## src/hw/madd_arith_pkg.sv

```systemverilog
`default_nettype none

package madd_arith_pkg;

	// headroom above the double-width product so that the sum of product and C
	// and the rounding increment can never wrap before the saturate stage
	localparam int guard_bits = 8;

	// operand width used when the top level is not overridden
	localparam int default_data_width = 16;

endpackage

`default_nettype wire

```

## src/hw/madd_ctrl_pkg.sv

```systemverilog
`default_nettype none

package madd_ctrl_pkg;

	// right shift applied to the product in the range 0 to 31
	typedef logic [4:0] shift_amt_t;

	// destination tag that leaves together with the result
	typedef logic [3:0] dest_t;

	// control of one operation that travels stage to stage beside the data
	typedef struct packed {
		shift_amt_t shift;
		logic       shift_disable;
		logic       signedness;
		logic       saturate_disable;
		dest_t      dest;
	} madd_ctrl_t;

endpackage

`default_nettype wire

```

## src/hw/madd_stage_if.sv

```systemverilog
`timescale 1ns/1ns
`default_nettype none

interface madd_stage_if #(
	parameter int data_width = madd_arith_pkg::default_data_width
);

	localparam int full_width = 2 * data_width + madd_arith_pkg::guard_bits;

	logic valid;
	logic ready;

	madd_ctrl_pkg::madd_ctrl_t ctrl;

	// the running datapath value holds the product at first and the sum later on
	logic signed [full_width - 1 : 0] value;

	// the addend travels unchanged as far as the add stage
	logic signed [data_width - 1 : 0] arg_c;

	modport source (
		output valid,
		output ctrl,
		output value,
		output arg_c,
		input  ready
	);

	modport sink (
		input  valid,
		input  ctrl,
		input  value,
		input  arg_c,
		output ready
	);

endinterface

`default_nettype wire

```

## src/hw/madd_shift_fine.sv

```systemverilog
`timescale 1ns/1ns
`default_nettype none

module madd_shift_fine #(
	parameter int data_width = madd_arith_pkg::default_data_width
) (
	input  wire clk,
	input  wire reset,
	madd_stage_if.sink in,
	input  wire round_bit,
	madd_stage_if.source out
);

	localparam int full_width = 2 * data_width + madd_arith_pkg::guard_bits;

	logic take_in;
	logic take_out;
	madd_ctrl_pkg::shift_amt_t shift;
	logic signed [full_width - 1 : 0] sh2;
	logic signed [full_width - 1 : 0] sh3;
	logic signed [full_width - 1 : 0] value_next;

	assign in.ready = ~out.valid | out.ready;
	assign take_in = in.valid & in.ready;
	assign take_out = out.valid & out.ready;

	assign shift = in.ctrl.shift;

	assign sh2 = shift[1] ? (in.value >>> 2) : in.value;
	assign sh3 = shift[0] ? (sh2 >>> 1) : sh2;

	// round half up by adding the bit captured below the cut
	assign value_next = in.ctrl.shift_disable ? in.value
		: sh3 + {{(full_width - 1){1'b0}}, round_bit};

	always_ff @(posedge clk) begin
		if (reset) begin
			out.valid <= 1'b0;
		end else if (take_in) begin
			out.valid <= 1'b1;
		end else if (take_out) begin
			out.valid <= 1'b0;
		end
	end

	always_ff @(posedge clk) begin
		if (take_in) begin
			out.value <= value_next;
			out.ctrl <= in.ctrl;
			out.arg_c <= in.arg_c;
		end
	end

endmodule

`default_nettype wire

```

## src/flat_wrapper.sv

```systemverilog
// flat-port wrapper written by rule: the top's interface ports become plain ports
module madd_shift_fine_flat 
#(
	parameter int data_width = madd_arith_pkg::default_data_width
)
  (clk, reset, round_bit, in_valid, in_ctrl, in_value, in_arg_c, in_ready, out_valid, out_ctrl, out_value, out_arg_c, out_ready);
  madd_stage_if #(.data_width(data_width)) in_i ();
  madd_stage_if #(.data_width(data_width)) out_i ();
  input  wire clk;
  input  wire reset;
  input  wire round_bit;
  input wire logic [$bits(in_i.valid)-1:0] in_valid;
  input wire logic [$bits(in_i.ctrl)-1:0] in_ctrl;
  input wire logic [$bits(in_i.value)-1:0] in_value;
  input wire logic [$bits(in_i.arg_c)-1:0] in_arg_c;
  output wire logic [$bits(in_i.ready)-1:0] in_ready;
  output wire logic [$bits(out_i.valid)-1:0] out_valid;
  output wire logic [$bits(out_i.ctrl)-1:0] out_ctrl;
  output wire logic [$bits(out_i.value)-1:0] out_value;
  output wire logic [$bits(out_i.arg_c)-1:0] out_arg_c;
  input wire logic [$bits(out_i.ready)-1:0] out_ready;
  assign in_i.valid = in_valid;
  assign in_i.ctrl = in_ctrl;
  assign in_i.value = in_value;
  assign in_i.arg_c = in_arg_c;
  assign in_ready = in_i.ready;
  assign out_valid = out_i.valid;
  assign out_ctrl = out_i.ctrl;
  assign out_value = out_i.value;
  assign out_arg_c = out_i.arg_c;
  assign out_i.ready = out_ready;
  madd_shift_fine #(.data_width(data_width)) u_core (.clk(clk), .reset(reset), .in(in_i), .round_bit(round_bit), .out(out_i));
endmodule
```

## config.mk

```make
export PLATFORM = sky130hd
export DESIGN_NAME = madd_shift_fine_flat
export DESIGN_NICKNAME = d
export VERILOG_FILES = /design/src/hw/madd_arith_pkg.sv /design/src/hw/madd_ctrl_pkg.sv /design/src/hw/madd_stage_if.sv /design/src/hw/madd_shift_fine.sv /design/src/flat_wrapper.sv
export SDC_FILE = /design/constraint.sdc
export NUM_CORES = 1
export LEC_CHECK = 0
export ABC_AREA = 1
export BUFFER_PORTS_ARGS = -buffer_cell sky130_fd_sc_hd__buf_2
export CAP_MARGIN = 20
export CORE_MARGIN = 5
export CORE_UTILIZATION = 57
export DETAILED_ROUTE_END_ITERATION = 12
export PLACE_DENSITY = 0.93
export SLEW_MARGIN = 20
export SYNTH_ARGS = -nofsm -noshare
export SYNTH_HDL_FRONTEND = slang
export SYNTH_SLANG_ARGS = --single-unit
```

## constraint.sdc

```tcl
create_clock -name clk -period 8.7 [get_ports clk]
set_clock_uncertainty 0.05 [all_clocks]
set_input_delay 0.435 -clock clk [delete_from_list [all_inputs] [get_ports clk]]
set_output_delay 0.435 -clock clk [all_outputs]
set_load 0.05 [all_outputs]
```

==> impl_metrics.ini <==
[outcome]
outcome = finished clean

[cells_and_area]
area_delta_synth_final_pct = 18.17
fin_nets = 890
drive_above_1_share_pct = 23.54
final_cells = 925
num-fill-cells = 708
diodes = 0

[flow_run]
maxCapViolations = 0

[route]
drc_errors = 0
vias = 5080
initialDrtViolationCount = 433
via_per_inst = 5.492
post_drt_wl_per_cell_um = 15.34
postRouteAntennaNets = 0
routed_wl_um = 14190
firstDrtPassIters = 6

[grt]
overflow = 0
grt_pass1_wl_um = 22160
antenna_found_initial = 0
grt_max_degree = 53
grt_pass1_vias = 4742
track_usage_pct = 26.65

[logic_synthesis]
synth-seq-cells = 69
synth_area_um2 = 4882
synth_edf_count = 68
avgSynthCellArea_um2 = 7.107
synthArstFlopShare_pct = 0
ys_seq_area_share_pct = 42.23
yosysMostFrequentCell = nand2_1
yosysTopAreaCellShare_pct = 41.82
synth_cell_type_count = 31
synthTopCellsByArea = edfxtp_1, nand2_1, nand3_1, nor2_1, inv_1
netlist_instances = 687
yosys_warnings = 0
synth_flop_cell = edfxtp_1
synth_top_cell_by_area = edfxtp_1
syn_nets = 762
synth_common_cells = nand2_1, nand3_1, edfxtp_1

[timing]
setup_tns_ps = 0
layout_min_cycle_time_ps = 3245
report.final.slew_viol_count = 0
worstMarginPinSlew_ps = 1045
hold_slack_ps = 187.3
timing.final.crit_share_pct = 37.29
slew-limit-headroom_pct = 30.18
fmax_mhz = 308.2
layout_setup_ws_ps = 5455
rsz0062_at_grt = false
hold_viol_final = 0
finalSetupViolCount = 0

[power]
p_sw_mw = 0.3382
finalPower_mw = 0.9419
powerDensity_nw_per_um2 = 163.3
ir_worst_vdd_mv = 0.09301
internal_power_mw = 0.6037
clockPowerShare_pct = 28.6
power_frac_seq_pct = 42.5
p_leak_nw = 2.756
switching_share_pct = 35.90
combPwrFrac_pct = 28.8

[die]
ioPinCount = 143
fp.dieArea_um2 = 10520
coreArea_um2 = 8299
die_x_um = 102.6
start_util_pct = 58.83
row_count = 33
die_height_um = 102.6

[placement]
place_inst = 909
routabilityCongestion = 0.9375
numPortBuffers = 142
pre_cts_slack_ps = 5242
place_hpwl_um = 10570

[clock_tree]
hold_buffers = 0
post_cts_buffers = 0
cts-htree-levels = 3
cts.sinks = 69
cts_tree = built
clkLatencyLatePin_ps = 340
clk_pin_slew_worst_paths_ps = 80
ctsLongestPathBuffers = 2
cts_made_buffers = 9
cts-root-buf = clkbuf_8
cts_resized = 0

[critical_path]
endpoint = u_core.out.value[22]
timing.rr.end = u_core.out.value[13]
worst_setup_path_end_kind = flip-flop
setup.worst_path.start_class = primary input
cp-startpoint = in_ctrl[8]
r2r-start = u_core.out.valid
worstPathArrival_ps = 3280
rrSetupSlack_ps = 6500
worstSetupPathType = primary input to flip-flop
crit_required_ps = 8730
reg2reg_depth = 2
cp_max_fo = 47

[hold_path]
min_path_type = primary input to flip-flop
[sequential cells by signal, indices dropped and copies added (netlist names)]
register / flops
u_core.out.arg_c: 16
u_core.out.ctrl: 12
u_core.out.valid: 1
u_core.out.value: 40
[cell usage in the layout, fill, tap and decap left out, drive strengths merged]
master    Yosys  routed
bufinv        0       1
clkinv        0       3
nor2         70      70
ha            2       2
and2          1       1
o21ai        28      28
a31oi         2       2
xnor2         5       5
clkinvlp      0       1
inv          48      48
clkbuf        6      11
buf          21     144
edfxtp       68      68
a21oi         5       5
nand4         5       5
nor3          2       2
xor2          6       6
a22oi         1       1
nand3       117     117
dfxtp         1       1
nand2       298     298
mux2          1       1
[cells by family after synthesis]
kind of cell,count (synthesis),share of synthesized area (%)
AOI/OAI and AO/OA,36,3.793
buffers and inverters,75,7.996
muxes,1,0.2306
DFF,69,42.23
and+or+nand+nor,493,43.26
adders and majority gates,2,0.5125
xor gates and xnor gates,11,1.973
[worst max-delay path, stage by stage]
cell and delay, ps:
buf_2 690, o21ai_1 260, a22oi_1 210, ha_1 240, ha_1 200, nand3_1 190
nor2_1 300, nand2_1 170, nor2_2 230, nand2_1 110, nand3_1 100, o21ai_0 110
[per-layer routing]
layer	track usage [%]	wire, µm	vias up
met2	44.04	6556	297
met5	0	0	-
met3	4.195	1422	40
met4	9.485	277	0
li1	-	-	2502
met1	35.65	5937	2241
[worst min-delay path by stage]
stage                          start               end  slack [ps]  cells past startpoint
finish                         reset  u_core.out.valid         190                      2
global route                   reset  u_core.out.valid         180                      2
CTS                            reset  u_core.out.valid         180                      2
detailed placement  u_core.out.valid  u_core.out.valid         510                      2
global placement    u_core.out.valid  u_core.out.valid         470                      2
floorplan                      reset  u_core.out.valid         450                      1
[per-stage QoR]
step / instance area, µm² / utilization, %
floorplan: 4882 / -
global placement: 5540 / 66.76
detailed placement: 5568 / 67.09
CTS: 5769 / 69.52
global route: 5769 / 69.52
finish: 5769 / 69.52
[final cells by class]
cell class              count  area [µm²]  share of cell area (%)
repair buffers            144       745.7                   12.93
multi-input cells         543        2441                   42.31
clock buffers              11       141.4                   2.451
flip-flops and latches     69        2062                   35.74
well taps                 105       131.4                   2.277
clock inverters             5       60.06                   1.041
inverters                  48       187.7                   3.253
[power groups by stage]
| stage | Clock (mW) | Sequential (mW) | Combinational [mW] |
|---|---|---|---|
| final | 0.270 | 0.401 | 0.272 |
| after global routing | 0.289 | 0.403 | 0.295 |
| after CTS | 0.273 | 0.401 | 0.270 |
| after detailed placement | 0 | 0.408 | 0.269 |
| after global placement | 0 | 0.408 | 0.261 |
| after floorplan | 0 | 0.491 | 0.120 |
Power figures use the tool's default switching activity.
