File: config.mk
export PLATFORM = sky130hd
export DESIGN_NAME = madd_shift_coarse_flat
export DESIGN_NICKNAME = d
export VERILOG_FILES = /design/src/hw/madd_arith_pkg.sv /design/src/hw/madd_ctrl_pkg.sv /design/src/hw/madd_stage_if.sv /design/src/hw/madd_shift_coarse.sv /design/src/flat_wrapper.sv
export SDC_FILE = /design/constraint.sdc
export NUM_CORES = 1
export LEC_CHECK = 0
export ABC_AREA = 1
export BUFFER_PORTS_ARGS = -buffer_cell sky130_fd_sc_hd__buf_2
export CORE_MARGIN = 4
export CORE_UTILIZATION = 48
export DETAILED_ROUTE_END_ITERATION = 8
export GPL_ROUTABILITY_DRIVEN = 0
export PLACE_DENSITY = 0.79
export SETUP_SLACK_MARGIN = 0.5
export SLEW_MARGIN = 25
export SYNTH_ARGS = -nofsm -noshare
export SYNTH_HDL_FRONTEND = slang
export SYNTH_SLANG_ARGS = --single-unit
File: constraint.sdc
create_clock -name clk -period 7.1 [get_ports clk]
set_input_delay 0.355 -clock clk [delete_from_list [all_inputs] [get_ports clk]]
set_output_delay 0.355 -clock clk [all_outputs]
set_load 0.05 [all_outputs]
File: src/hw/madd_arith_pkg.sv
`default_nettype none

package madd_arith_pkg;

	// headroom above the double-width product so that the sum of product and C
	// and the rounding increment can never wrap before the saturate stage
	localparam int guard_bits = 8;

	// operand width used when the top level is not overridden
	localparam int default_data_width = 16;

endpackage

`default_nettype wire

File: src/hw/madd_ctrl_pkg.sv
`default_nettype none

package madd_ctrl_pkg;

	// right shift applied to the product in the range 0 to 31
	typedef logic [4:0] shift_amt_t;

	// destination tag that leaves together with the result
	typedef logic [3:0] dest_t;

	// control of one operation that travels stage to stage beside the data
	typedef struct packed {
		shift_amt_t shift;
		logic       shift_disable;
		logic       signedness;
		logic       saturate_disable;
		dest_t      dest;
	} madd_ctrl_t;

endpackage

`default_nettype wire

File: src/hw/madd_stage_if.sv
`timescale 1ns/1ns
`default_nettype none

interface madd_stage_if #(
	parameter int data_width = madd_arith_pkg::default_data_width
);

	localparam int full_width = 2 * data_width + madd_arith_pkg::guard_bits;

	logic valid;
	logic ready;

	madd_ctrl_pkg::madd_ctrl_t ctrl;

	// the running datapath value holds the product at first and the sum later on
	logic signed [full_width - 1 : 0] value;

	// the addend travels unchanged as far as the add stage
	logic signed [data_width - 1 : 0] arg_c;

	modport source (
		output valid,
		output ctrl,
		output value,
		output arg_c,
		input  ready
	);

	modport sink (
		input  valid,
		input  ctrl,
		input  value,
		input  arg_c,
		output ready
	);

endinterface

`default_nettype wire

File: src/hw/madd_shift_coarse.sv
`timescale 1ns/1ns
`default_nettype none

module madd_shift_coarse #(
	parameter int data_width = madd_arith_pkg::default_data_width
) (
	input  wire clk,
	input  wire reset,
	madd_stage_if.sink in,
	madd_stage_if.source out,
	output logic round_bit
);

	localparam int full_width = 2 * data_width + madd_arith_pkg::guard_bits;

	logic take_in;
	logic take_out;
	madd_ctrl_pkg::shift_amt_t shift;
	madd_ctrl_pkg::shift_amt_t cut_index;
	logic large_shift;
	logic signed [full_width - 1 : 0] sh8;
	logic signed [full_width - 1 : 0] sh12;
	logic [full_width - 1 : 0] below_cut;
	logic round_next;
	logic signed [full_width - 1 : 0] value_next;

	assign in.ready = ~out.valid | out.ready;
	assign take_in = in.valid & in.ready;
	assign take_out = out.valid & out.ready;

	assign shift = in.ctrl.shift;
	assign large_shift = 32'(shift) >= data_width;

	assign sh8 = shift[3] ? (in.value >>> 8) : in.value;
	assign sh12 = shift[2] ? (sh8 >>> 4) : sh8;

	// the bit just below the final cut decides rounding, so it is taken from the
	// unshifted product before the fine stage finishes the shift
	assign cut_index = shift - 5'd1;
	assign below_cut = in.value >> cut_index;
	assign round_next = below_cut[0] & (shift != '0) & ~in.ctrl.shift_disable & ~large_shift;

	always_comb begin
		if (in.ctrl.shift_disable) begin
			value_next = in.value;
		end else if (large_shift) begin
			value_next = '0;
		end else begin
			value_next = sh12;
		end
	end

	always_ff @(posedge clk) begin
		if (reset) begin
			out.valid <= 1'b0;
		end else if (take_in) begin
			out.valid <= 1'b1;
		end else if (take_out) begin
			out.valid <= 1'b0;
		end
	end

	always_ff @(posedge clk) begin
		if (take_in) begin
			out.value <= value_next;
			round_bit <= round_next;
			out.ctrl <= in.ctrl;
			out.arg_c <= in.arg_c;
		end
	end

	assert property (@(posedge clk) disable iff (reset)
		out.valid && out.ctrl.shift_disable |-> !round_bit);

endmodule

`default_nettype wire

File: src/flat_wrapper.sv
// flat-port wrapper written by rule: the top's interface ports become plain ports
module madd_shift_coarse_flat 
#(
	parameter int data_width = madd_arith_pkg::default_data_width
)
  (clk, reset, round_bit, in_valid, in_ctrl, in_value, in_arg_c, in_ready, out_valid, out_ctrl, out_value, out_arg_c, out_ready);
  madd_stage_if #(.data_width(data_width)) in_i ();
  madd_stage_if #(.data_width(data_width)) out_i ();
  input  wire clk;
  input  wire reset;
  output logic round_bit;
  input wire logic [$bits(in_i.valid)-1:0] in_valid;
  input wire logic [$bits(in_i.ctrl)-1:0] in_ctrl;
  input wire logic [$bits(in_i.value)-1:0] in_value;
  input wire logic [$bits(in_i.arg_c)-1:0] in_arg_c;
  output wire logic [$bits(in_i.ready)-1:0] in_ready;
  output wire logic [$bits(out_i.valid)-1:0] out_valid;
  output wire logic [$bits(out_i.ctrl)-1:0] out_ctrl;
  output wire logic [$bits(out_i.value)-1:0] out_value;
  output wire logic [$bits(out_i.arg_c)-1:0] out_arg_c;
  input wire logic [$bits(out_i.ready)-1:0] out_ready;
  assign in_i.valid = in_valid;
  assign in_i.ctrl = in_ctrl;
  assign in_i.value = in_value;
  assign in_i.arg_c = in_arg_c;
  assign in_ready = in_i.ready;
  assign out_valid = out_i.valid;
  assign out_ctrl = out_i.ctrl;
  assign out_value = out_i.value;
  assign out_arg_c = out_i.arg_c;
  assign out_i.ready = out_ready;
  madd_shift_coarse #(.data_width(data_width)) u_core (.clk(clk), .reset(reset), .in(in_i), .out(out_i), .round_bit(round_bit));
endmodule
==> run summary, run 1 <==
status = finished clean
vias in the first global route = 3214
Adder-Cell Fraction of Synth Area = 0.336%
# port buffers = 142
Post-CTS Setup Inserts = 0
startpoint types = input pin
Post-CTS Resized = 0
Die H = 96.1 um
YS warnings = 0
Nets = 612
Post-Syn Area = 3730 um^2
area of the core = 7410 um^2
worst-path maximum fanout = 43
root buf cell = clkbuf_8
Crit. End Element = flop
synthesis-to-finish area growth = 23.1%
period utilisation layout = 27.5%
Critical Path RT = 7200 ps
number of nets still failing antenna checks after routing = 0
Die W = 96.1 um
Final Setup Violations = 0
Clock Sinks = 70
ANT cells = 0
GRT Util Overall = 21.3%
CTS max path bufs = 2
Critical Setup Path Class = input pin to flop
CTS tree = done
Site Rows = 31
Yosys cell types = 28
post-synthesis sequential area ratio = 56.1%
largest net degree at the start of global routing = 70
Die Area = 9240 um^2
share of cells above drive strength 1 = 33.6%
Total Neg Setup Slack = 0 ps
post-synthesis mux area share = 0%
pins over their slew limit = 0
cts hold-fix bufs = 0
via count = 3362
minimum clock period = 1950 ps
DR iter-0 viols = 274
Slew @ Worst Pin = 837 ps
Mapped Nets = 483
Final Hold Viols = 0
Post-Route Utilization = 61.9%
initial antenna violation count = 0
worst-skew pair later-pin latency = 340 ps
I/O pin count = 143
Num CTS Buffers = 9
final WL = 9.71 mm
worst min-delay path category = input pin to flop
Max transition margin = 44.2%
pwr dens = 233 nW/um^2
Clock Skews = 3.73 ps
routed len/inst = 15.1 um
Initial Util = 50.3%
main combinational cell family by area after synthesis = simple AND/OR/NAND/NOR gates
H-tree levels = 3
RSZ-0062 raised after global routing = no
Peak VDD IR = 0.000112 V
xor/xnor share of the synthesized area = 0%
total grt overflow = 0
Max Freq = 512 MHz
post-synthesis compound-gate area fraction = 10.9%
P_leak = 2.11 nW
clock-pin slew on the worst setup and hold paths = 70 ps
dpl hpwl = 7.10 mm
DRC = 0
first-pass GRT wire length = 15.0 mm
cell count after synthesis = 410
register bit count reported by yosys = 70
Synth Area in Simple Gates = 24.2%
Avg Cell Area, Syn = 9.09 um^2
drt first pass iters = 5
fillcell total = 657
vias per inst = 5.23
Arr. time, crit path = 2050 ps
Max-Cap Viols = 0
where the power goes:
part / internal [W] / switching, W
registers: 0.000490 / 0.00000665
clock network: 0.000163 / 0.000153
logic: 0.0000625 / 0.000195
total: 0.000715 / 0.000354
through the flow:
step / power, W / area [um^2] / hold WS [ps] / worst slack, ps / cells
2_1_floorplan: 0.000699 / 3730 / 424 / 2650 / 410
3_3_place_gp: 0.000757 / 4390 / 508 / 5010 / 627
3_5_place_dp: 0.000763 / 4390 / 516 / 4910 / 627
4_1_cts: 0.00108 / 4590 / 139 / 5280 / 643
5_1_grt: 0.00112 / 4590 / 162 / 5020 / 643
6_report: 0.00107 / 4590 / 158 / 5150 / 643
Yosys cell counts:
cell type / count / area (um^2)
edfxtp_1: 69 / 2070
inv_6: 1 / 8.76
o211ai_1: 4 / 30.0
a21o_1: 1 / 7.51
inv_4: 1 / 6.26
nor2_1: 3 / 11.3
nor2_4: 1 / 11.3
dfxtp_1: 1 / 20.0
buf_6: 8 / 90.1
buf_1: 2 / 7.51
buf_2: 7 / 35.0
nand4_1: 1 / 6.26
o21ai_2: 16 / 140
o21ai_1: 37 / 185
nor3_1: 2 / 10.0
a21oi_1: 3 / 15.0
buf_12: 1 / 20.0
nand2_2: 3 / 18.8
ha_1: 1 / 12.5
buf_4: 3 / 22.5
o21ai_0: 6 / 30.0
clkbuf_1: 4 / 15.0
nand2_1: 155 / 582
and2_1: 3 / 18.8
nand3b_1: 1 / 7.51
inv_2: 2 / 7.51
nand3_1: 47 / 235
inv_1: 27 / 101
routing by layer:
layer,global-route usage [%],up-vias,wire (um)
met4,9.36,0,282
met5,0,-,0
met3,6.10,24,1050
met1,26.3,1504,3770
li1,-,1644,-
met2,34.7,190,4610
critical path: stages:
cell and delay, ps:
buf_2 550, inv_2 490, nand2_1 220, nand2_2 90, nand3_1 100, nand2_1 50
nor2_1 100, nor2_1 60
registers in the layout (all words and copies together), names as in the netlist:
name and count:
u_core.out.arg_c 16, u_core.out.ctrl 12, u_core.out.valid 1, u_core.out.value 40
u_core.round_bit 1
final cells by class:
type                       instances  area (um^2)  area share (%)
inverter                          31          124            2.70
multi-input combinational        284         1330            29.1
tap                               99          124            2.70
sequential                        70         2090            45.6
clock inverter                     7         72.6            1.58
timing repair buffer             143          718            15.7
clock buffer                       9          124            2.70
placed cells by master (no fill, tap or decap):
master,synthesis,layout
o21ai_1,37,37
clkinv_2,0,1
a21oi_4,0,1
clkinv_4,0,2
dfxtp_1,1,1
nand2_2,3,3
inv_4,1,1
nand2_1,155,155
a21oi_1,3,2
clkinvlp_4,0,1
bufinv_16,0,1
nor2_4,1,1
nand4_1,1,1
inv_2,2,2
buf_4,3,1
o21ai_2,16,16
nor3_1,2,2
o211ai_1,4,4
nand3_1,47,47
buf_2,7,142
clkbuf_8,0,9
nor2_1,3,3
and2_1,3,3
ha_1,1,1
a21o_1,1,1
edfxtp_1,69,69
o21ai_0,6,6
nand3b_1,1,1
inv_6,1,2
clkinv_1,0,1
inv_1,27,27
final timing paths:
| kind | from | to | slack, ps | cells past startpoint |
|---|---|---|---|---|
| worst max-delay path | in_ctrl[9] | u_core.round_bit$_DFFE_PP_ | 5150 | 8 |
| worst min-delay path | reset | u_core.out.valid$_SDFFE_PP0P_ | 160 | 2 |
| worst max register to register | u_core.out.valid$_SDFFE_PP0P_ | u_core.out.value[15]$_DFFE_PP_ | 5540 | 2 |
| worst min register to register | u_core.out.valid$_SDFFE_PP0P_ | u_core.out.valid$_SDFFE_PP0P_ | 540 | 2 |
cell families (layout without fill, tap and decap cells):
kind of cell	count (synthesis)	in the layout
simple gates	216	216
flops	70	70
buf+inv	56	190
compound gates	67	67
fa+ha+maj	1	1
Power figures use the tool's default switching activity.
==> inputs of run 2 (changes only) <==
==> constraint.sdc (replaced) <==
create_clock -name clk -period 1.9 [get_ports clk]
set_input_delay 0.095 -clock clk [delete_from_list [all_inputs] [get_ports clk]]
set_output_delay 0.095 -clock clk [all_outputs]
set_load 0.05 [all_outputs]
==> run 2 against run 1 <==
  * Utilization grew 4.4 points
  * Die area is the same
  * Worst setup slack lost 4500 ps
  * First-iteration DRC count shrank 8.4%
  * Flip-flop and latch count is the same
  * Clock power grew to 4.2 times the previous value
  * Clock skew grew 3.5 ps
  * Design area grew 7.1%
  * Wire length grew 7.6%
  * Critical endpoint is now u_core.out.ctrl[8]$_DFFE_PP_
  * Largest cell class unchanged
  * Largest power group unchanged
==> run summary, run 2 (synthesis results as in run 1) <==
status = finished clean
DR iter-0 viols = 251 (-8.4%)
period utilisation layout = 64.5%
Slew @ Worst Pin = 486 ps (-351 ps)
worst-skew pair later-pin latency = 350 ps (about the same)
Die Area = 9240 um^2 (unchanged)
Critical Setup Path Class = flop to flop
root buf cell = clkbuf_8
vias in the first global route = 3266 (+1.6%)
Final Hold Viols = 0 (unchanged)
largest net degree at the start of global routing = 70 (unchanged)
hold_sp = in_ctrl[11]
Die W = 96.1 um (unchanged)
ANT cells = 0 (unchanged)
GRT Util Overall = 22.6% (+1.3 points)
first-pass GRT wire length = 15.7 mm (+4.8%)
met2 Track Usage GR = 37.7% (+2.9 points)
P_leak = 2.25 nW (+6.9%)
Post-CTS Setup Inserts = 0 (unchanged)
Num CTS Buffers = 9 (unchanged)
Nets = 642 (+4.9%)
H-tree levels = 3 (unchanged)
# port buffers = 142 (unchanged)
Clock Skews = 7.21 ps (+3.48 ps)
CP max stage cell = dfxtp_4
worst-path maximum fanout = 69 (+60%)
DRC = 0 (unchanged)
pwr dens = 856 nW/um^2 (+270%)
pins over their slew limit = 0 (unchanged)
CP Cell Sequence = a21oi_4 > buf_12
Final Setup Violations = 0 (unchanged)
hold path endpoint = u_core.out.ctrl[11]$_DFFE_PP_
CP max stage delay = 360 ps (-190 ps)
Max Freq = 816 MHz
Largest register FFs = 40 (unchanged)
Hold Path Stages = 1 (-1)
Die H = 96.1 um (unchanged)
CTS tree = done
Regs by FF count = u_core.out.value x40, u_core.out.arg_c x16, u_core.out.ctrl x12
Crit. End Element = flop
synthesis-to-finish area growth = 31.8%
fillcell total = 613 (-6.7%)
Peak VDD IR = 0.000397 V (+250%)
R2R Path Start = u_core.out.valid$_SDFFE_PP0P_
share of cells above drive strength 1 = 33.1% (-0.54 points)
Arr. time, crit path = 1250 ps (-800 ps)
dpl hpwl = 7.29 mm (+2.7%)
area of the core = 7410 um^2 (unchanged)
Max transition margin = 67.5% (+23 points)
Initial Util = 50.3% (unchanged)
Site Rows = 31 (unchanged)
Post-Layout Cell Count = 673 (+4.7%)
Post-Route Utilization = 66.3% (+4.4 points)
commonest non-fill, non-tap cell in the layout = nand2_1
drt first pass iters = 5 (unchanged)
worst min-delay path category = input pin to flop
met3 Use GR = 6.18% (+0.078 points)
FF-to-FF End = u_core.out.ctrl[8]$_DFFE_PP_
number of nets still failing antenna checks after routing = 0 (unchanged)
Critical Path RT = 1920 ps (-5280 ps)
minimum clock period = 1230 ps
vias per inst = 5.25 (+0.40%)
commonest non-fill, non-tap cells in the layout = nand2_1 (155), buf_2 (142), edfxtp_1 (69)
met1 Use GR = 26.9% (+0.69 points)
Post-CTS Resized = 0 (unchanged)
routed len/inst = 15.5 um (+2.8%)
Clock Sinks = 70 (unchanged)
flop2flop setup slack = 670 ps (-4870 ps)
startpoint types = flop
I/O pin count = 143 (unchanged)
Top reg by flops = u_core.out.value
initial antenna violation count = 0 (unchanged)
RSZ-0062 raised after global routing = no
via count = 3533 (+5.1%)
clock-pin slew on the worst setup and hold paths = 80 ps (about the same)
gr busiest metal = met2
final WL = 10.4 mm (+7.6%)
Max-Cap Viols = 0 (unchanged)
total grt overflow = 0 (unchanged)
Tot Pwr = 0.00420 W (+290%)
Worst R2R Path Depth = 2 (unchanged)
CTS max path bufs = 2 (unchanged)
cts hold-fix bufs = 24 (+24)
placed cell count = 633 (+0.96%)
-- run 2: cell types whose count changed in the layout (fill, tap and decap cells not counted) --
| cell | before | now |
|---|---|---|
| dlygate4sd3_1 | 0 | 24 |
| buf_4 | 1 | 6 |
| buf_12 | 0 | 1 |
| bufinv_16 | 1 | 2 |
| clkinv_2 | 1 | 0 |
| dfxtp_1 | 1 | 0 |
| dfxtp_4 | 0 | 1 |
-- run 2: cell type report --
class | count | area (um^2) | share of cell area [%]
multi-input combinational | 284 | 1330 | 27.1
sequential | 70 | 2100 | 42.7
clock inverter | 7 | 97.6 | 1.99
timing repair buffer | 173 | 1020 | 20.7
clock buffer | 9 | 124 | 2.52
inverter | 31 | 124 | 2.52
tap | 99 | 124 | 2.52
-- run 2: routing by layer --
metal	routed length, um	share of wire (%)
met1	4090	39
met2	4980	48
met3	1060	10
met4	306	2.9
met5	0	0
-- run 2: metrics by stage --
stage / TNS [ps] / area, um^2 / worst slack [ps] / hold slack, ps
2_1_floorplan: -8130 / 3740 / -118 / 154
3_5_place_dp: 0 / 4450 / 374 / 259
5_1_grt: 0 / 4910 / 605 / 36.7
6_report: 0 / 4910 / 674 / 24.1
4_1_cts: 0 / 4910 / 686 / 22.0
3_3_place_gp: 0 / 4450 / 438 / 239
-- run 2: report_power, final --
group / total [W] / internal [W] / switching [W]
clock network: 0.00133 / 0.000743 / 0.000588
registers: 0.00186 / 0.00183 / 0.0000293
logic: 0.00102 / 0.000278 / 0.000738
-- run 2: worst max-delay path by stage --
stage,slack [ps],cells past startpoint,endpoint,startpoint
6_report,670,2,u_core.out.ctrl[8]$_DFFE_PP_,u_core.out.valid$_SDFFE_PP0P_
5_1_grt,610,9,u_core.round_bit$_DFFE_PP_,in_ctrl[7]
4_1_cts,690,2,u_core.out.value[30]$_DFFE_PP_,u_core.out.valid$_SDFFE_PP0P_
3_5_place_dp,370,9,u_core.round_bit$_DFFE_PP_,in_ctrl[7]
3_3_place_gp,440,9,u_core.round_bit$_DFFE_PP_,in_ctrl[7]
2_1_floorplan,-120,1,u_core.out.arg_c[0]$_DFFE_PP_,u_core.out.valid$_SDFFE_PP0P_
-- run 2: critical path, delay by kind of cell, from the launching register on --
kind	cells	cell delay (ps)
buffers and inverters	1	350
flip-flops	1	360
AO/OA/AOI/OAI	1	150
