--- src/hw/madd_arith_pkg.sv ---
`default_nettype none

package madd_arith_pkg;

	// headroom above the double-width product so that the sum of product and C
	// and the rounding increment can never wrap before the saturate stage
	localparam int guard_bits = 8;

	// operand width used when the top level is not overridden
	localparam int default_data_width = 16;

endpackage

`default_nettype wire

--- src/hw/madd_ctrl_pkg.sv ---
`default_nettype none

package madd_ctrl_pkg;

	// right shift applied to the product in the range 0 to 31
	typedef logic [4:0] shift_amt_t;

	// destination tag that leaves together with the result
	typedef logic [3:0] dest_t;

	// control of one operation that travels stage to stage beside the data
	typedef struct packed {
		shift_amt_t shift;
		logic       shift_disable;
		logic       signedness;
		logic       saturate_disable;
		dest_t      dest;
	} madd_ctrl_t;

endpackage

`default_nettype wire

--- src/hw/madd_stage_if.sv ---
`timescale 1ns/1ns
`default_nettype none

interface madd_stage_if #(
	parameter int data_width = madd_arith_pkg::default_data_width
);

	localparam int full_width = 2 * data_width + madd_arith_pkg::guard_bits;

	logic valid;
	logic ready;

	madd_ctrl_pkg::madd_ctrl_t ctrl;

	// the running datapath value holds the product at first and the sum later on
	logic signed [full_width - 1 : 0] value;

	// the addend travels unchanged as far as the add stage
	logic signed [data_width - 1 : 0] arg_c;

	modport source (
		output valid,
		output ctrl,
		output value,
		output arg_c,
		input  ready
	);

	modport sink (
		input  valid,
		input  ctrl,
		input  value,
		input  arg_c,
		output ready
	);

endinterface

`default_nettype wire

--- src/hw/madd_saturate_stage.sv ---
`timescale 1ns/1ns
`default_nettype none

module madd_saturate_stage #(
	parameter int data_width = madd_arith_pkg::default_data_width,
	localparam int full_width = 2 * data_width + madd_arith_pkg::guard_bits
) (
	input  wire clk,
	input  wire reset,
	madd_stage_if.sink in,
	output logic out_valid,
	input  wire out_ready,
	output logic signed [full_width - 1 : 0] result,
	output madd_ctrl_pkg::dest_t dest_out
);

	// limits of a signed word of twice the operand width
	localparam logic signed [full_width - 1 : 0] sat_max =
		(full_width'(1) <<< (2 * data_width - 1)) - full_width'(1);
	localparam logic signed [full_width - 1 : 0] sat_min = ~sat_max;

	logic take_in;
	logic take_out;
	logic signed [full_width - 1 : 0] clipped;

	assign in.ready = ~out_valid | out_ready;
	assign take_in = in.valid & in.ready;
	assign take_out = out_valid & out_ready;

	always_comb begin
		if (in.ctrl.saturate_disable) begin
			clipped = in.value;
		end else if (in.value > sat_max) begin
			clipped = sat_max;
		end else if (in.value < sat_min) begin
			clipped = sat_min;
		end else begin
			clipped = in.value;
		end
	end

	always_ff @(posedge clk) begin
		if (reset) begin
			out_valid <= 1'b0;
		end else if (take_in) begin
			out_valid <= 1'b1;
		end else if (take_out) begin
			out_valid <= 1'b0;
		end
	end

	always_ff @(posedge clk) begin
		if (take_in) begin
			result <= clipped;
			dest_out <= in.ctrl.dest;
		end
	end

	assert property (@(posedge clk) disable iff (reset)
		take_in && !in.ctrl.saturate_disable |=> out_valid && result >= sat_min && result <= sat_max);

endmodule

`default_nettype wire

--- src/flat_wrapper.sv ---
// flat-port wrapper written by rule: the top's interface ports become plain ports
module madd_saturate_stage_flat 
#(
	parameter int data_width = madd_arith_pkg::default_data_width,
	localparam int full_width = 2 * data_width + madd_arith_pkg::guard_bits
)
  (clk, reset, out_valid, out_ready, result, dest_out, in_valid, in_ctrl, in_value, in_arg_c, in_ready);
  madd_stage_if #(.data_width(data_width)) in_i ();
  input  wire clk;
  input  wire reset;
  output logic out_valid;
  input  wire out_ready;
  output logic signed [full_width - 1 : 0] result;
  output madd_ctrl_pkg::dest_t dest_out;
  input wire logic [$bits(in_i.valid)-1:0] in_valid;
  input wire logic [$bits(in_i.ctrl)-1:0] in_ctrl;
  input wire logic [$bits(in_i.value)-1:0] in_value;
  input wire logic [$bits(in_i.arg_c)-1:0] in_arg_c;
  output wire logic [$bits(in_i.ready)-1:0] in_ready;
  assign in_i.valid = in_valid;
  assign in_i.ctrl = in_ctrl;
  assign in_i.value = in_value;
  assign in_i.arg_c = in_arg_c;
  assign in_ready = in_i.ready;
  madd_saturate_stage #(.data_width(data_width)) u_core (.clk(clk), .reset(reset), .in(in_i), .out_valid(out_valid), .out_ready(out_ready), .result(result), .dest_out(dest_out));
endmodule
--- config.mk ---
export PLATFORM = sky130hd
export DESIGN_NAME = madd_saturate_stage_flat
export DESIGN_NICKNAME = d
export VERILOG_FILES = /design/src/hw/madd_arith_pkg.sv /design/src/hw/madd_ctrl_pkg.sv /design/src/hw/madd_stage_if.sv /design/src/hw/madd_saturate_stage.sv /design/src/flat_wrapper.sv
export SDC_FILE = /design/constraint.sdc
export NUM_CORES = 1
export LEC_CHECK = 0
export ABC_AREA = 1
export ABC_CLOCK_PERIOD_IN_PS = 3310
export BUFFER_PORTS_ARGS = -buffer_cell sky130_fd_sc_hd__buf_2
export CORE_MARGIN = 2
export CORE_UTILIZATION = 38
export CTS_CLUSTER_DIAMETER = 30
export CTS_CLUSTER_SIZE = 40
export DETAILED_ROUTE_END_ITERATION = 16
export PLACE_DENSITY = 0.76
export SLEW_MARGIN = 40
export SYNTH_ARGS = -nofsm -noshare
export SYNTH_HDL_FRONTEND = slang
export SYNTH_SLANG_ARGS = --single-unit
export TNS_END_PERCENT = 50
--- constraint.sdc ---
create_clock -name clk -period 3.31 [get_ports clk]
set_input_delay 0.4965 -clock clk [delete_from_list [all_inputs] [get_ports clk]]
set_output_delay 0.4965 -clock clk [all_outputs]
set_load 0.02 [all_outputs]
==> flow_metrics.py, run 1 <==
metrics = {
    "power": {
        "internal_power_w": 0.000883,
        "power.share.clock_pct": 26.4,
        "power_density_mw_per_mm2": 487,
        "worst_ir_drop_vdd_mv": 0.152,
        "p_total_w": 0.00119,
        "p_seq_share_pct": 57.7,
        "switching_share_pct": 25.5,
        "leakage_nw": 1.17,
        "pwr-share-comb_pct": 15.9,
        "p_sw_w": 0.000302,
    },
    "placement": {
        "gp_congestion": 0.778,
        "port_buffers": 94,
        "dpl.hpwl_mm": 2.59,
    },
    "timing": {
        "final_max_slew_viol_count": 0,
        "relSlewSlack_pct": 64.3,
        "fmax_mhz": 535,
        "finalSetupViolCount": 0,
        "period_share_pct": 56.5,
        "hold_viol": 0,
        "rsz0062_at_grt": "no",
        "tns_ps": 0,
        "fin_crit_ps": 1870,
        "worst_pin_slew_ps": 535,
        "skew_ps": 7.66,
    },
    "synth": {
        "yosysSeqAreaShare_pct": 73.3,
        "synth_warnings": 0,
        "synth-compound-area-share_pct": 3.28,
        "synth_seq_cells": 45,
        "yosys.area_share.simple_pct": 19.1,
        "synthMuxAreaShare_pct": 0,
        "synth_adder_area_share_pct": 0.684,
        "synth_common_cells": "nand2_1 (64), edfxtp_1 (44), nor2_1 (15), a21oi_1 (12), inv_1 (6)",
        "async_reset_ff_share_pct": 0,
        "syn-cell-area_mm2": 0.00183,
        "synth.distinct_cells": 14,
        "syn_inst": 157,
        "yosysTopAreaCell": "edfxtp_1",
        "yosysMostFrequentCell": "nand2_1",
        "synth_top_family_by_area": "simple AND/OR/NAND/NOR gates",
        "avgSynthCellArea_um2": 11.7,
        "syn_nets": 230,
        "synth-main-ff-cell": "edfxtp_1",
        "synth_edf_count": 44,
        "synth_top_area_share_pct": 72.2,
        "synthXorXnorAreaFrac_pct": 0,
        "synthTopCellsByArea": "edfxtp_1 (72%), nand2_1 (13%), a21oi_1 (3.3%)",
    },
    "worst_setup_path": {
        "rrSetupSlack_ps": 1980,
        "crit_arrival_ps": 1900,
        "worst_setup_path_end_kind": "flop",
        "critPathRequiredTime_ps": 3340,
        "worstSetupStartpointType": "input pin",
        "cp_max_fo": 10,
        "path_class": "input pin to flop",
    },
    "global_route": {
        "grt_pass1_wl_mm": 5.45,
        "track_usage_pct": 13.6,
        "grt_max_degree": 45,
        "overflow": 0,
        "grt_pass1_vias": 1276,
        "grt_antenna_before_repair": 0,
    },
    "routing": {
        "dr_total_vias": 1398,
        "firstDrtPassIters": 4,
        "wl_per_cell_um": 11.7,
        "drt_wl_total_mm": 3.62,
        "ant_nets": 0,
        "drt_iter0_markers": 97,
        "vias_per_cell": 4.52,
        "remaining_drc_errors": 0,
    },
    "final_layout": {
        "ff_latch_area_mm2": 0.00134,
        "fillers": 436,
        "syn_to_final_growth_pct": 32.8,
        "nNetsFinal": 327,
        "layout-drive-gt1-share_pct": 42.4,
        "antenna_cells": 0,
        "multi_input_area_um2": 433,
    },
    "cts": {
        "cts_tree": "done",
        "cts.path.max_buffers": 2,
        "clock_latency_ps": 290,
        "post_cts.repair.setup_buffers": 0,
        "path_clk_slew_ps": 80,
        "cts-buffers-inserted": 5,
        "clock_sinks": 45,
        "cts_resized": 0,
        "cts-hold-fix-buffers": 0,
        "cts-root-buf": "clkbuf_8",
        "cts.htree.levels": 2,
    },
    "flow_run": {
        "cap_violations": 0,
    },
    "floorplanning": {
        "die-area_mm2": 0.00539,
        "die_w_um": 73.4,
        "row_count": 25,
        "ioPinCount": 118,
        "start_util_pct": 39.0,
        "fp.dieH_um": 73.4,
        "core_mm2": 0.00469,
    },
    "min_path": {
        "hp-class": "input pin to flop",
    },
    "status": {
        "outcome": "finished clean",
    },
}
-- cell type report --
class                           count  share of cell area (%)
Sequential cell                    45                    55.2
Timing Repair Buffer               96                    20.0
Multi-Input combinational cell    100                    17.8
Clock buffer                        5                    2.83
Tap cell                           54                    2.78
Inverter                            6                   0.926
Clock inverter                      3                   0.515
-- metrics by stage --
stage | instance area (um^2) | instances | setup WS (ps) | utilization, % | hold WS (ps)
after floorplan | 1830 | 157 | 160 | - | 566
after CTS | 2430 | 309 | 1440 | 51.8 | 353
after global placement | 2350 | 301 | 1200 | 50.1 | 512
after detailed placement | 2350 | 301 | 1140 | 50.1 | 530
final | 2430 | 309 | 1440 | 51.8 | 360
after global routing | 2430 | 309 | 1270 | 51.8 | 359
-- final timing paths --
check                        start  cells after the start                end
hold reg to reg   u_core.out_valid                      2   u_core.out_valid
hold / removal               reset                      2   u_core.out_valid
setup / recovery      in_value[39]                      9  u_core.result[33]
setup reg to reg  u_core.out_valid                      2  u_core.result[18]
-- logic make-up (layout without fill, tap and decap cells) --
logic type,after synthesis,count (layout)
simple gates,87,87
flops,45,45
compound gates,12,12
buf+inv,12,110
fa+ha+maj,1,1
-- state kept, by name, indices dropped and copies added, names as in the netlist --
signal / flops
u_core.dest_out: 4
u_core.out_valid: 1
u_core.result: 40
-- critical path, cell delays in order --
cell     delay (ps)
buf_2           130
nand4_1          90
nor2_1          100
nand3_1          80
ha_1            280
nand2_1         290
inv_1           210
nor2_1          150
a21oi_1          60
-- cell usage in the layout, fill, tap and decap left out, drive strengths merged --
cell    instances
a21oi          12
buf            96
clkbuf          5
clkinv          3
dfxtp           1
edfxtp         44
ha              1
inv             6
nand2          68
nand3           2
nand4           1
nor2           16
-- power by group through the flow --
stage	logic, W	registers [W]	clock network, W
after floorplan	0.0000596	0.000752	0
after global placement	0.000187	0.000696	0
after detailed placement	0.000191	0.000698	0
after CTS	0.000191	0.000685	0.000321
after global routing	0.000208	0.000688	0.000339
final	0.000188	0.000684	0.000313
-- metal layers --
layer / share of wire (%) / up-vias / GRT usage [%]
met1: 44 / 617 / 14.9
met5: 0 / - / 0
li1: - / 717 / -
met3: 6.3 / 5 / 2.88
met2: 48 / 59 / 24.3
met4: 1.7 / 0 / 7.47
(Power assumes the default switching activity.)
==> inputs of run 2 (changes only) <==
- ABC_AREA: 1 -> 0
- ABC_CLOCK_PERIOD_IN_PS: 3310 -> 1500
- CORE_UTILIZATION: 38 -> 37
- PLACE_DENSITY: 0.76 -> 0.75
- clock period: 3.31 -> 1.5 ns (I/O delays scaled with it)
==> run 2 against run 1 <==
Against the previous run:
- critical path depth decreased by 4
- register-to-register slack got worse by 1700 ps
- die area increased by 0.76%
- clock power increased by 120%
- sequential cell count unchanged
- via count decreased by 3.2%
- critical path type unchanged
==> flow_metrics.py, run 2 <==
metrics = {
    "power": {
        "leakage_nw": 1.18,
        "power_density_mw_per_mm2": 1070,
        "worst_ir_drop_vdd_mv": 0.519,
    },
    "synth": {
        "synth-compound-area-share_pct": 4.81,
        "syn_nets": 214,
        "synthTopCellsByArea": "edfxtp_1 (74%), nand2_1 (13%), o21a_1 (3.3%)",
        "synth_top_area_share_pct": 73.5,
        "synth-main-ff-cell": "edfxtp_1",
        "synth_warnings": 0,
        "yosys.area_share.simple_pct": 16.8,
        "synth_common_cells": "nand2_1 (63), edfxtp_1 (44), o21a_1 (8), clkbuf_1 (3), inv_1 (3)",
        "syn-cell-area_mm2": 0.00180,
        "yosysTopAreaCell": "edfxtp_1",
        "yosysMostFrequentCell": "nand2_1",
        "syn_inst": 141,
        "synth.distinct_cells": 22,
        "avgSynthCellArea_um2": 12.7,
        "synth_top_family_by_area": "simple AND/OR/NAND/NOR gates",
        "synth_seq_cells": 45,
        "async_reset_ff_share_pct": 0,
        "synth_edf_count": 44,
        "synthXorXnorAreaFrac_pct": 0,
        "synth_adder_area_share_pct": 0.696,
        "yosysSeqAreaShare_pct": 74.7,
        "synthMuxAreaShare_pct": 0,
    },
    "timing": {
        "fin_crit_ps": 1410,
        "skew_ps": 5.07,
        "finalSetupViolCount": 0,
        "hold_viol": 0,
        "rsz0062_at_grt": "no",
        "worst_pin_slew_ps": 336,
        "final_max_slew_viol_count": 0,
        "fin_ws_ps": 87.6,
        "relSlewSlack_pct": 77.5,
        "period_share_pct": 94.2,
        "fmax_mhz": 708,
    },
    "final_layout": {
        "nNetsFinal": 315,
        "antenna_cells": 0,
        "layout-drive-gt1-share_pct": 45.7,
        "regMostFlops": "u_core.result",
        "post-route-cell-area_mm2": 0.00247,
        "largest_register_ffs": 40,
        "fillers": 437,
        "final_cell_mix": "buf_2 (94), nand2_1 (63), edfxtp_1 (44)",
        "layout_commonest_cell": "buf_2",
        "top_regs": "u_core.result: 40 flops, u_core.dest_out: 4 flops, u_core.out_valid: 1 flops",
        "syn_to_final_growth_pct": 37.5,
    },
    "worst_setup_path": {
        "critPathRequiredTime_ps": 1530,
        "r2r_start": "u_core.out_valid",
        "worstRegToRegCells": 3,
        "path_class": "input pin to flop",
        "worstSetupStartpoint": "in_value[31]",
        "timing.rr.end": "u_core.result[3]",
        "worst_setup_path_end_kind": "flop",
        "cp_max_fo": 39,
        "rrSetupSlack_ps": 330,
        "crit_arrival_ps": 1450,
        "worstSetupStartpointType": "input pin",
        "crit_end": "u_core.result[7]",
    },
    "floorplanning": {
        "die_w_um": 73.7,
        "die-area_mm2": 0.00543,
        "core_mm2": 0.00469,
        "fp.dieH_um": 73.7,
        "row_count": 25,
        "start_util_pct": 38.3,
        "ioPinCount": 118,
    },
    "min_path": {
        "hp-class": "input pin to flop",
    },
    "routing": {
        "drt_iter0_markers": 55,
        "wl_per_cell_um": 12.4,
        "vias_per_cell": 4.56,
        "ant_nets": 0,
        "dr_total_vias": 1353,
        "drt_wl_total_mm": 3.69,
        "remaining_drc_errors": 0,
        "firstDrtPassIters": 4,
    },
    "placement": {
        "port_buffers": 94,
        "gp_congestion": 0.702,
        "post-place-ws_ps": -231,
        "dpl.hpwl_mm": 2.68,
        "dpl_cell_area_mm2": 0.00239,
    },
    "cts": {
        "cts-hold-fix-buffers": 0,
        "cts-buffers-inserted": 5,
        "post_cts.repair.setup_buffers": 0,
        "cts-root-buf": "clkbuf_8",
        "cts_tree": "done",
        "clock_latency_ps": 280,
        "cts.path.max_buffers": 2,
        "cts.htree.levels": 2,
        "path_clk_slew_ps": 80,
        "clock_sinks": 45,
    },
    "global_route": {
        "grt_pass1_vias": 1334,
        "track_usage_pct": 13.8,
        "grt_pass1_wl_mm": 5.69,
        "grt_max_degree": 40,
        "overflow": 0,
        "grt_antenna_before_repair": 0,
    },
    "status": {
        "outcome": "finished clean",
    },
    "flow_run": {
        "cap_violations": 0,
    },
}
## run 2: changes by cell type after synthesis, moves of 2 or more
| cell | delta |
|---|---|
| nor2_1 | -14 |
| a21oi_1 | -11 |
| buf_6 | -2 |
| nand2b_1 | +2 |
| nand3_1 | -2 |
| o21a_1 | +8 |
| inv_1 | -3 |
| buf_2 | +2 |
| nand2_2 | -3 |
## run 2: worst max-delay path, stage by stage
cell,delay (ps)
buf_2,100
or4_1,590
o211ai_4,210
buf_12,230
nand2_1,90
## run 2: power by group
group | switching [W] | total [W] | leakage [nW] | internal [W]
sequential | 0.0000184 | 0.00151 | 0.433 | 0.00149
combinational | 0.000265 | 0.000431 | 0.707 | 0.000167
clock | 0.000366 | 0.000697 | 0.0395 | 0.000331
## run 2: kinds of logic (layout without fill, tap and decap cells)
logic type / after synthesis / count (layout)
AO/OA/AOI/OAI: 11 / 11
adder cells (fa/ha/maj): 1 / 1
buffers and inverters: 11 / 113
flip-flops: 45 / 45
AND/OR/NAND/NOR: 73 / 73
## run 2: per-layer routing
| metal | vias to the layer above | wire length [um] | track usage (%) | share of wire (%) |
|---|---|---|---|---|
| met5 | - | 0 | 0 | 0 |
| met2 | 60 | 2000 | 25.7 | 54 |
| met1 | 608 | 1380 | 14.5 | 37 |
| met3 | 4 | 272 | 4.94 | 7.4 |
| met4 | 0 | 32 | 3.64 | 0.87 |
| li1 | 681 | - | - | - |
## run 2: worst min-delay path by stage
stage,end,cells past startpoint,startpoint,slack (ps)
final,u_core.out_valid,2,reset,80
after global routing,u_core.out_valid,2,reset,80
after CTS,u_core.out_valid,2,reset,70
after detailed placement,u_core.out_valid,2,reset,380
after global placement,u_core.out_valid,2,reset,380
after floorplan,u_core.out_valid,1,reset,290
## run 2: what timing repair did
item | CTS | global route
setup endpoints to repair | 0 | 8
hold endpoints to repair | 0 | 0
gates resized for setup | 0 | 1
## run 2: area by class of cell
| type | instances | area [um^2] | share of cell area (%) |
|---|---|---|---|
| Clock buffer | 8 | 80.1 | 3.24 |
| Inverter | 3 | 11.3 | 0.456 |
| Multi-Input combinational cell | 85 | 414 | 16.8 |
| Timing Repair Buffer | 102 | 556 | 22.5 |
| Tap cell | 54 | 67.6 | 2.74 |
| Sequential cell | 45 | 1340 | 54.3 |
## run 2: per-stage QoR
step	utilization, %	TNS [ps]	instances	total power (W)	hold slack (ps)
final	52.6	0	297	0.00264	83.4
after global routing	52.6	0	297	0.00276	80.7
after CTS	52.6	0	297	0.00267	74.5
after detailed placement	50.9	-8080	289	0.00197	384
after global placement	50.9	-6850	289	0.00196	378
after floorplan	-	-359	141	0.00178	294
